**src/rp_pkg.sv**
```systemverilog
// shared constants and types for the analog data path
// channel counts, sample and calibration widths, debounce length
// every design file refers to these by scoped names

package rp_pkg;

  //////////////////////////////////////////////////////////////////////
  // channel counts
  //////////////////////////////////////////////////////////////////////

  // acquisition channels
  localparam int unsigned MNA = 2;
  // generator channels, must match MNA for loopback
  localparam int unsigned MNG = 2;

  //////////////////////////////////////////////////////////////////////
  // widths
  //////////////////////////////////////////////////////////////////////

  // signed sample
  localparam int unsigned SMP_W = 14;
  // ADC pin word, two lowest bits reserved
  localparam int unsigned ADC_W = 16;
  // calibration gain
  localparam int unsigned CLM_W = 16;
  // full width gain product
  localparam int unsigned PRD_W = SMP_W + CLM_W;
  // gain of 2**CAL_SHIFT is unity
  localparam int unsigned CAL_SHIFT = 14;

  // debounce length in cycles, kept short for simulation
  localparam int unsigned DEB_LEN = 16;
  localparam int unsigned DEB_CW = 5;

  //////////////////////////////////////////////////////////////////////
  // types
  //////////////////////////////////////////////////////////////////////

  typedef logic signed [SMP_W-1:0] smp_t;
  typedef logic        [ADC_W-1:0] adc_word_t;
  typedef logic        [SMP_W-1:0] dac_code_t;
  typedef logic signed [CLM_W-1:0] clm_t;
  typedef logic signed [PRD_W-1:0] prd_t;
  typedef logic       [DEB_CW-1:0] deb_cnt_t;

  // per channel calibration
  typedef struct packed {
    clm_t gain;
    smp_t offset;
  } cal_cfg_t;

  // expansion pin edge triggers
  typedef struct packed {
    logic gio_pos;
    logic gio_neg;
  } trg_t;

endpackage

```
**src/adc_frontend.sv**
```systemverilog
// ADC side of the data path
// captures the pin words, converts to signed samples, picks ADC or
// loopback data and calibrates each channel into a scope sample
// three clocks from pin to scope, four from generator in loopback

`timescale 1ns/10ps

module adc_frontend (
  input  logic                                  adc_clk,
  input  logic                                  top_rst,
  // raw ADC pin words
  input  rp_pkg::adc_word_t [rp_pkg::MNA-1:0]   adc_dat_i,
  // calibrated DAC samples for loopback
  input  rp_pkg::smp_t      [rp_pkg::MNA-1:0]   dac_cal_i,
  // loopback select, quasi-static
  input  logic                                  digital_loop_i,
  // per channel calibration
  input  rp_pkg::cal_cfg_t  [rp_pkg::MNA-1:0]   cal_i,
  // scope samples
  output rp_pkg::smp_t      [rp_pkg::MNA-1:0]   osc_dat_o
);

  // captured and reformatted ADC samples
  rp_pkg::smp_t [rp_pkg::MNA-1:0] adc_raw_q;
  // calibration input after the loopback mux
  rp_pkg::smp_t [rp_pkg::MNA-1:0] cal_in;

  //////////////////////////////////////////////////////////////////////
  // per channel capture, mux and calibration
  //////////////////////////////////////////////////////////////////////

  for (genvar i = 0; i < rp_pkg::MNA; i++) begin : g_adc

    // keep the msb, flip the magnitude bits, drop the two reserved lsbs
    always_ff @(posedge adc_clk, posedge top_rst) begin
      if (top_rst) begin
        adc_raw_q[i] <= '0;
      end else begin
        adc_raw_q[i] <= {adc_dat_i[i][rp_pkg::ADC_W-1], ~adc_dat_i[i][rp_pkg::ADC_W-2:2]};
      end
    end

    // loopback mux, no register here
    assign cal_in[i] = digital_loop_i ? dac_cal_i[i] : adc_raw_q[i];

    linear_cal i_cal (
      .adc_clk (adc_clk),
      .top_rst (top_rst),
      .sti_i   (cal_in[i]),
      .cfg_i   (cal_i[i]),
      .sto_o   (osc_dat_o[i])
    );

  end

  // mux select must be a clean level once out of reset
  a_loop_known: assert property (
    @(posedge adc_clk) disable iff (top_rst)
    !$isunknown(digital_loop_i)
  );

endmodule

```
**src/dac_backend.sv**
```systemverilog
// DAC side of the data path
// calibrates each generator stream and registers the DAC code
// calibrated samples also go back to the ADC side for loopback
// two clocks to dac_cal_o, three clocks to dac_dat_o

`timescale 1ns/10ps

module dac_backend (
  input  logic                                  adc_clk,
  input  logic                                  top_rst,
  // generator samples
  input  rp_pkg::smp_t      [rp_pkg::MNG-1:0]   gen_dat_i,
  // per channel calibration
  input  rp_pkg::cal_cfg_t  [rp_pkg::MNG-1:0]   cal_i,
  // calibrated samples, loopback source
  output rp_pkg::smp_t      [rp_pkg::MNG-1:0]   dac_cal_o,
  // registered DAC codes
  output rp_pkg::dac_code_t [rp_pkg::MNG-1:0]   dac_dat_o
);

  //////////////////////////////////////////////////////////////////////
  // per channel calibration and code conversion
  //////////////////////////////////////////////////////////////////////

  for (genvar i = 0; i < rp_pkg::MNG; i++) begin : g_dac

    linear_cal i_cal (
      .adc_clk (adc_clk),
      .top_rst (top_rst),
      .sti_i   (gen_dat_i[i]),
      .cfg_i   (cal_i[i]),
      .sto_o   (dac_cal_o[i])
    );

    // signed to offset binary with negative slope
    // msb stays, the rest is inverted
    // a zero sample gives mid-scale 0x1fff, the reset value
    always_ff @(posedge adc_clk, posedge top_rst) begin
      if (top_rst) begin
        dac_dat_o[i] <= {1'b0, {(rp_pkg::SMP_W-1){1'b1}}};
      end else begin
        dac_dat_o[i] <= {dac_cal_o[i][rp_pkg::SMP_W-1], ~dac_cal_o[i][rp_pkg::SMP_W-2:0]};
      end
    end

  end

endmodule

```
**src/edge_debounce.sv**
```systemverilog
// debouncer for one expansion pin
// two flop synchronizer, then a level that only moves after the
// input held the other value for DEB_LEN cycles in a row
// each move gives a one cycle pulse on gio_pos or gio_neg

`timescale 1ns/10ps

module edge_debounce (
  input  logic         adc_clk,
  input  logic         top_rst,
  // asynchronous pin
  input  logic         d_i,
  // edge pulses
  output rp_pkg::trg_t trg_o
);

  // synchronizer, bit 1 is the safe one
  logic [1:0]       sync_q;
  // debounced level
  logic             lvl_q;
  // cycles the input has differed from lvl_q
  rp_pkg::deb_cnt_t cnt_q;

  //////////////////////////////////////////////////////////////////////
  // sync, count, flip
  //////////////////////////////////////////////////////////////////////

  always_ff @(posedge adc_clk, posedge top_rst) begin
    if (top_rst) begin
      sync_q <= '0;
      lvl_q  <= 1'b0;
      cnt_q  <= '0;
      trg_o  <= '0;
    end else begin
      sync_q <= {sync_q[0], d_i};
      // pulses last one cycle only
      trg_o  <= '0;
      if (sync_q[1] == lvl_q) begin
        // glitch ended, start over
        cnt_q <= '0;
      end else if (cnt_q == rp_pkg::deb_cnt_t'(rp_pkg::DEB_LEN - 1)) begin
        // held long enough
        lvl_q         <= sync_q[1];
        cnt_q         <= '0;
        trg_o.gio_pos <= sync_q[1];
        trg_o.gio_neg <= ~sync_q[1];
      end else begin
        cnt_q <= cnt_q + 1'b1;
      end
    end
  end

  // one edge at a time, the next one needs a fresh hold first
  a_trg_excl: assert property (
    @(posedge adc_clk) disable iff (top_rst)
    (trg_o.gio_pos || trg_o.gio_neg) |=> !(trg_o.gio_pos || trg_o.gio_neg)
  );

endmodule

```
**src/linear_cal.sv**
```systemverilog
// one calibration channel, gain then offset with saturation
// two pipeline stages, one sample accepted every cycle
// output follows input by exactly two clocks

`timescale 1ns/10ps

module linear_cal (
  input  logic             adc_clk,
  input  logic             top_rst,
  // sample stream in
  input  rp_pkg::smp_t     sti_i,
  // gain and offset, quasi-static
  input  rp_pkg::cal_cfg_t cfg_i,
  // calibrated stream out
  output rp_pkg::smp_t     sto_o
);

  //////////////////////////////////////////////////////////////////////
  // stage one, full width product
  //////////////////////////////////////////////////////////////////////

  rp_pkg::prd_t prd_q;
  rp_pkg::prd_t sum;
  rp_pkg::smp_t sat;

  // both operands signed, so the casts sign extend
  always_ff @(posedge adc_clk, posedge top_rst) begin
    if (top_rst) begin
      prd_q <= '0;
    end else begin
      prd_q <= rp_pkg::prd_t'(sti_i) * rp_pkg::prd_t'(cfg_i.gain);
    end
  end

  //////////////////////////////////////////////////////////////////////
  // stage two, scale, offset, clamp
  //////////////////////////////////////////////////////////////////////

  always_comb begin
    // arithmetic shift keeps the sign
    sum = (prd_q >>> rp_pkg::CAL_SHIFT) + rp_pkg::prd_t'(cfg_i.offset);
    // in range when all bits above the sample msb match it
    if ((&sum[rp_pkg::PRD_W-1:rp_pkg::SMP_W-1]) ||
        (~|sum[rp_pkg::PRD_W-1:rp_pkg::SMP_W-1])) begin
      sat = sum[rp_pkg::SMP_W-1:0];
    end else begin
      // clamp to most positive or most negative
      sat = {sum[rp_pkg::PRD_W-1], {(rp_pkg::SMP_W-1){~sum[rp_pkg::PRD_W-1]}}};
    end
  end

  always_ff @(posedge adc_clk, posedge top_rst) begin
    if (top_rst) begin
      sto_o <= '0;
    end else begin
      sto_o <= sat;
    end
  end

  // an unknown sample or config word upstream shows up here
  a_sat_known: assert property (
    @(posedge adc_clk) disable iff (top_rst)
    !$isunknown(sat)
  );

endmodule

```
**src/rp_analog_top.sv**
```systemverilog
// analog data path top level, single adc_clk domain
// ADC capture and calibration, DAC calibration and codes,
// digital loopback and the expansion pin edge trigger
// calibration words and the loopback switch come in as levels

`timescale 1ns/10ps

module rp_analog_top (
  input  logic                                  adc_clk,
  input  logic                                  top_rst,
  // ADC pins
  input  rp_pkg::adc_word_t [rp_pkg::MNA-1:0]   adc_dat_i,
  // generator samples
  input  rp_pkg::smp_t      [rp_pkg::MNG-1:0]   gen_dat_i,
  // calibration
  input  rp_pkg::cal_cfg_t  [rp_pkg::MNA-1:0]   adc_cal_i,
  input  rp_pkg::cal_cfg_t  [rp_pkg::MNG-1:0]   dac_cal_i,
  // loopback switch
  input  logic                                  digital_loop_i,
  // expansion pin
  input  logic                                  exp_i,
  // scope samples
  output rp_pkg::smp_t      [rp_pkg::MNA-1:0]   osc_dat_o,
  // DAC codes, one register per channel
  output rp_pkg::dac_code_t [rp_pkg::MNG-1:0]   dac_dat_o,
  // edge triggers
  output rp_pkg::trg_t                          trg_o
);

  // calibrated generator samples, fed back for loopback
  rp_pkg::smp_t [rp_pkg::MNG-1:0] dac_cal;

  //////////////////////////////////////////////////////////////////////
  // data paths
  //////////////////////////////////////////////////////////////////////

  adc_frontend i_adc (
    .adc_clk        (adc_clk),
    .top_rst        (top_rst),
    .adc_dat_i      (adc_dat_i),
    .dac_cal_i      (dac_cal),
    .digital_loop_i (digital_loop_i),
    .cal_i          (adc_cal_i),
    .osc_dat_o      (osc_dat_o)
  );

  dac_backend i_dac (
    .adc_clk   (adc_clk),
    .top_rst   (top_rst),
    .gen_dat_i (gen_dat_i),
    .cal_i     (dac_cal_i),
    .dac_cal_o (dac_cal),
    .dac_dat_o (dac_dat_o)
  );

  // trigger from expansion pin
  edge_debounce i_deb (
    .adc_clk (adc_clk),
    .top_rst (top_rst),
    .d_i     (exp_i),
    .trg_o   (trg_o)
  );

endmodule

```
**config.mk**
```make
export PLATFORM = sky130hd
export DESIGN_NAME = rp_analog_top
export DESIGN_NICKNAME = d
export VERILOG_FILES = /design/src/rp_pkg.sv /design/src/adc_frontend.sv /design/src/dac_backend.sv /design/src/edge_debounce.sv /design/src/linear_cal.sv /design/src/rp_analog_top.sv
export SDC_FILE = /design/constraint.sdc
export NUM_CORES = 2
export LEC_CHECK = 0
export ABC_AREA = 1
export BUFFER_PORTS_ARGS = -buffer_cell sky130_fd_sc_hd__buf_2
export CAP_MARGIN = 20
export CORE_MARGIN = 2
export CORE_UTILIZATION = 35
export DETAILED_ROUTE_END_ITERATION = 7
export PLACE_DENSITY_LB_ADDON = 0.15
export SYNTH_ARGS = -nofsm -noshare
export SYNTH_HDL_FRONTEND = slang
export SYNTH_HIERARCHICAL = 1
export SYNTH_SLANG_ARGS = --single-unit
```
**constraint.sdc**
```tcl
create_clock -name adc_clk -period 15.9 [get_ports adc_clk]
set_input_delay 2.385 -clock adc_clk [delete_from_list [all_inputs] [get_ports adc_clk]]
set_output_delay 2.385 -clock adc_clk [all_outputs]
set_load 0.005 [all_outputs]
```
* Word-level counts from Yosys, hierarchy flattened
Index checks and enable logic that the tools add are counted. Widths: inputs -> output; s select.
Word-level totals: flip-flop bits (word level) 242, input bits 184, output and inout bits 58, word-level logic and storage cells 65
Operators by class: $add $sub $neg 5, multiply operators 4, equality and inequality tests 2, mux-type cells 10, bitwise gates (word level) 10, reduce and logical (&&, ||, !) cells 17
Operators with widths (count):
- $mul 14x16->30 | 4
- $mux 14 | 6
- $add 16x14->17 | 4
- $reduce_and 17->1 | 4
- $reduce_or 17->1 | 4
- $not 13->13 | 4
- $mux 5 | 2
- $not 1->1 | 6
- $add 5x1->5 const B | 1
- $eq 5x4->1 const B | 1
- $logic_not 1->1 | 4
- $logic_or 1x1->1 | 4
- $mux 2 | 2
- $reduce_and 2->1 | 1
- $eq 1x1->1 | 1

* Logic depth before layout (Yosys ltp)
depth after elaboration 5, gate-level depth with buffers 30, mapped depth without buffers 28

* By module
Netlist, hierarchy kept.
By module, submodules not included:
- linear_cal (i_adc.g_adc[1].i_cal ...) | instances 2, cells an instance 1415, area an instance 10674.0 sq um, sequential area each 750.7 sq um
- linear_cal (i_adc.g_adc[0].i_cal) | instances 1, cells an instance 1426, area an instance 10740.3 sq um, sequential area each 750.7 sq um
- linear_cal (i_dac.g_dac[1].i_cal) | instances 1, cells an instance 1404, area an instance 10617.7 sq um, sequential area each 750.7 sq um
- adc_frontend | instances 1, cells an instance 145, area an instance 1177.4 sq um, sequential area each 700.7 sq um
- dac_backend | instances 1, cells an instance 55, area an instance 834.6 sq um, sequential area each 733.2 sq um
- edge_debounce | instances 1, cells an instance 41, area an instance 396.6 sq um, sequential area each 250.2 sq um

* Worst setup path after synthesis
Ideal clock, no wire load.
path type input-to-reg, start point in digital_loop_i, end point reg i_adc.g_adc[0].i_cal.prd_q[26], library setup time 116 ps, arrival time 8008 ps, data required time 15784 ps, slack 7775 ps, stages 24, buffers on the path 2, path through inv_2 nand2_1 nand2_1 clkbuf_1 clkbuf_1 nand2_1 fa_1 inv_1 fa_1 inv_1 fa_1 fa_1 fa_1 inv_1 fa_1 ha_1 a21oi_1 o21ai_0 a21oi_1 o21ai_0 a31oi_1 nand2_1 nand2_1 nand2_1
RTL lines:
- start: declaration | line rp_analog_top.sv:19 | input logic digital_loop_i,
- end signal: assignment | line linear_cal.sv:31 | prd_q <= rp_pkg::prd_t'(sti_i) * rp_pkg::prd_t'(cfg_i.gain);
- end: declaration | line linear_cal.sv:22 | rp_pkg::prd_t prd_q;

==> results.sh <==
export IMPL_outcome="finished, final reports clean"
export IMPL_synth_top_family_by_area="adder cells"
export IMPL_finalCriticalPeriod_ns=9.39
export IMPL_worstPathRequired_ns=16.29
export IMPL_drv_slew=0
export IMPL_finClkSkew_ns=0.0265
export IMPL_wire_per_inst_microns=15.9
export IMPL_wirelength_mm=122
export IMPL_hold_depth=0
export IMPL_dp_slack_ns=5.85
export IMPL_grt_total_usage=0.193
export IMPL_fp_dieW_microns=363
export IMPL_maxCapViolCount=0
export IMPL_rsz0062_at_grt="no"
export IMPL_min_period_over_period=0.591
export IMPL_drtIter0Drc=1690
export IMPL_dieArea_sq_um=132000
export IMPL_grt_pass1_vias=37400
export IMPL_synthSimpleGateAreaFrac=0.192
export IMPL_synth_edff_count=0
export IMPL_cts_resized=0
export IMPL_hold_class="flop to flop"
export IMPL_critPathKind="primary input to flop"
export IMPL_core_sq_um=128000
export IMPL_synth_cell_type_count=48
export IMPL_clock_fmax_ghz=0.106
export IMPL_synth_top_cell_by_area="fa_1"
export IMPL_start_util=0.353
export IMPL_final_hold_violation_count=0
export IMPL_ys_top_cells_by_area="fa_1 39%, inv_1 14%, nand2_1 14%"
export IMPL_area_growth_pct=7.17
export IMPL_tightest_slew_ns=1.01
export IMPL_via_per_inst=4.53
export IMPL_postSynthNetCount=7298
export IMPL_cts_root_buf="clkbuf_16"
export IMPL_cts_tree="yes"
export IMPL_hpwl_mm=105
export IMPL_cts_clk_slew_worst_paths_ns=0.08
export IMPL_synth_cells=5901
export IMPL_first_pass_iters=8
export IMPL_cp_arrival_ns=9.78
export IMPL_htreeDepth=4
export IMPL_portBuffers=237
export IMPL_cts_setup_buffers=0
export IMPL_synth_adder_area_share=0.482
export IMPL_netlist_area_sq_um=45100
export IMPL_cts_made_buffers=17
export IMPL_crit_fanout=29
export IMPL_avgSynthCellArea_sq_um=7.65
export IMPL_ctsHoldBuffers=0
export IMPL_ant_nets=0
export IMPL_insertion_delay_ns=0.51
export IMPL_fp_dieH_microns=363
export IMPL_num_vias=34700
export IMPL_synth_xor_xnor_area_share=0.0229
export IMPL_antenna_found_initial=19
export IMPL_async_reset_ff_frac=1.00
export IMPL_synth_ff_type="dfrtp_1"
export IMPL_fp_row_count=131
export IMPL_synth_seq_area_share=0.104
export IMPL_maxSlewHeadroom=0.326
export IMPL_gp_congestion=0.870
export IMPL_ff2ff_path_depth=22
export IMPL_layout_drive_gt1_share=0.0650
export IMPL_finalSetupViolCount=0
export IMPL_synth_compound_area_frac=0.0379
export IMPL_worst_slack_ns=6.51
export IMPL_synth_top_cell_area_share=0.389
export IMPL_ios=242
export IMPL_synth_mux_area_frac=0
export IMPL_yosys_register_bits=186
export IMPL_grt_pass1_wl_mm=200
export IMPL_tns_ns=0
export IMPL_cts_sinks=186
export IMPL_cp_end_kind="flop"
export IMPL_grt_max_degree=31
export IMPL_post_route_drc_count=0
export IMPL_overflow=0
export IMPL_cp_start_kind="primary input"
export IMPL_nNetsFinal=7388
export IMPL_clk_path_buf_depth=2
export IMPL_yosysWarnings=6
==> routing by layer <==
metal / up-vias / part of all wire / global-route usage / wire, microns
met5: - / 0.00054 / 0 / 66
met2: 479 / 0.51 / 0.348 / 61700
met1: 17200 / 0.45 / 0.250 / 54600
met4: 12 / 0.015 / 0.0369 / 1850
li1: 16900 / - / - / -
met3: 90 / 0.030 / 0.0195 / 3620
==> cell families (layout without fill, tap and decap cells) <==
| kind of cell | Yosys count | after routing |
|---|---|---|
| buffers and inverters | 1909 | 2012 |
| AO/OA/AOI/OAI | 302 | 302 |
| adder cells (fa/ha/maj) | 1213 | 1213 |
| other | 0 | 4 |
| XOR/XNOR | 118 | 118 |
| flip-flops | 186 | 186 |
| AND/OR/NAND/NOR | 2173 | 2173 |
==> area by class of cell <==
cell class	count	area, sq um
clock buffers	17	425
multi-input cells	3806	33200
repair buffers	249	1280
inverters	1731	6500
fillers	13600	79300
flip-flops and latches	186	4690
well taps	1662	2080
diodes	4	10.0
clock inverters	15	219
==> metrics by stage <==
| stage | hold slack (ns) | instances | cell area, sq um | util |
|---|---|---|---|---|
| floorplan | 0.331 | 5901 | 45100 | - |
| global placement | 0.333 | 7634 | 47700 | 0.374 |
| detailed placement | 0.336 | 7634 | 47700 | 0.374 |
| CTS | 0.360 | 7666 | 48300 | 0.379 |
| global route | 0.383 | 7669 | 48300 | 0.379 |
| finish | 0.353 | 7670 | 48300 | 0.379 |
==> worst paths after layout <==
| path | startpoint | end | slack [ns] |
|---|---|---|---|
| min | i_deb/sync_q[0] | i_deb/sync_q[1] | 0.35 |
| max reg2reg | i_dac/g_dac[0].i_cal/sto_o[3] | i_adc/g_adc[0].i_cal/prd_q[25] | 8.89 |
| min in group asynchronous | top_rst | i_adc/adc_raw_q[23] | 2.06 |
| max | digital_loop_i | i_adc/g_adc[0].i_cal/prd_q[25] | 6.51 |
| min reg2reg | i_deb/sync_q[0] | i_deb/sync_q[1] | 0.35 |
| max in group asynchronous | top_rst | i_adc/adc_raw_q[5] | 13.18 |
==> cells in the mapped netlist, types with 2 or more instances <==
cell,instances
a21oi_1,141
xnor2_1,44
a21oi_2,6
fa_1,876
nand4_1,20
o21bai_1,16
nand3_1,104
ha_1,337
a21o_1,22
nand2_1,1708
a31oi_1,8
nor4_1,13
inv_2,8
buf_6,12
nor2_2,8
inv_1,1723
and3_1,5
a211oi_1,2
nor3_2,2
nor2_1,223
nand2_2,26
dfstp_2,26
a21boi_0,9
o21ai_0,81
or2_1,3
and2_1,2
clkbuf_1,160
nand3_2,5
or2_2,24
xor2_1,74
dfrtp_1,160
buf_1,4
o211ai_1,9
o21a_1,4
nor3_1,23
==> flip-flops by register name, summed over array words and instances, names as in the netlist <==
name and flops:
i_deb/cnt_q 5, i_deb/trg_o 2, i_adc/adc_raw_q 28, i_deb/lvl_q 1
i_adc/g_adc.i_cal/sto_o 28, i_dac/g_dac.i_cal/sto_o 28, i_dac/g_dac.i_cal/prd_q 32, i_deb/sync_q 2
i_dac/dac_dat_o 28, i_adc/g_adc.i_cal/prd_q 32
==> layout by cell type, fill, tap and decap left out, drive strengths merged, types with 82 or more instances in the layout <==
cell and instances:
a21oi 147, buf 249, dfrtp 160, fa 876, ha 337, inv 1736
nand2 1735, nand3 109, nor2 232, o21ai 82
==> critical path, stage by stage <==
cell and delay, ns:
buf_2 0.10, buf_4 0.24, inv_2 0.51, nand2_1 0.11
nand2_1 0.71, nand2_1 0.26, fa_1 0.64, inv_1 0.08
fa_1 0.95, fa_1 0.52, fa_1 0.47, fa_1 0.56
inv_1 0.06, fa_1 0.51, inv_1 0.04, ha_1 0.38
nand2_1 0.13, nor2_1 0.16, inv_1 0.05, nor2_1 0.13
nand3_1 0.09, nand3_1 0.20, nand2_1 0.08, nand2_1 0.08
xor2_1 0.27
Power is not shown: default switching activity piles up to over one toggle a cycle in this logic, so the estimate is an artifact.
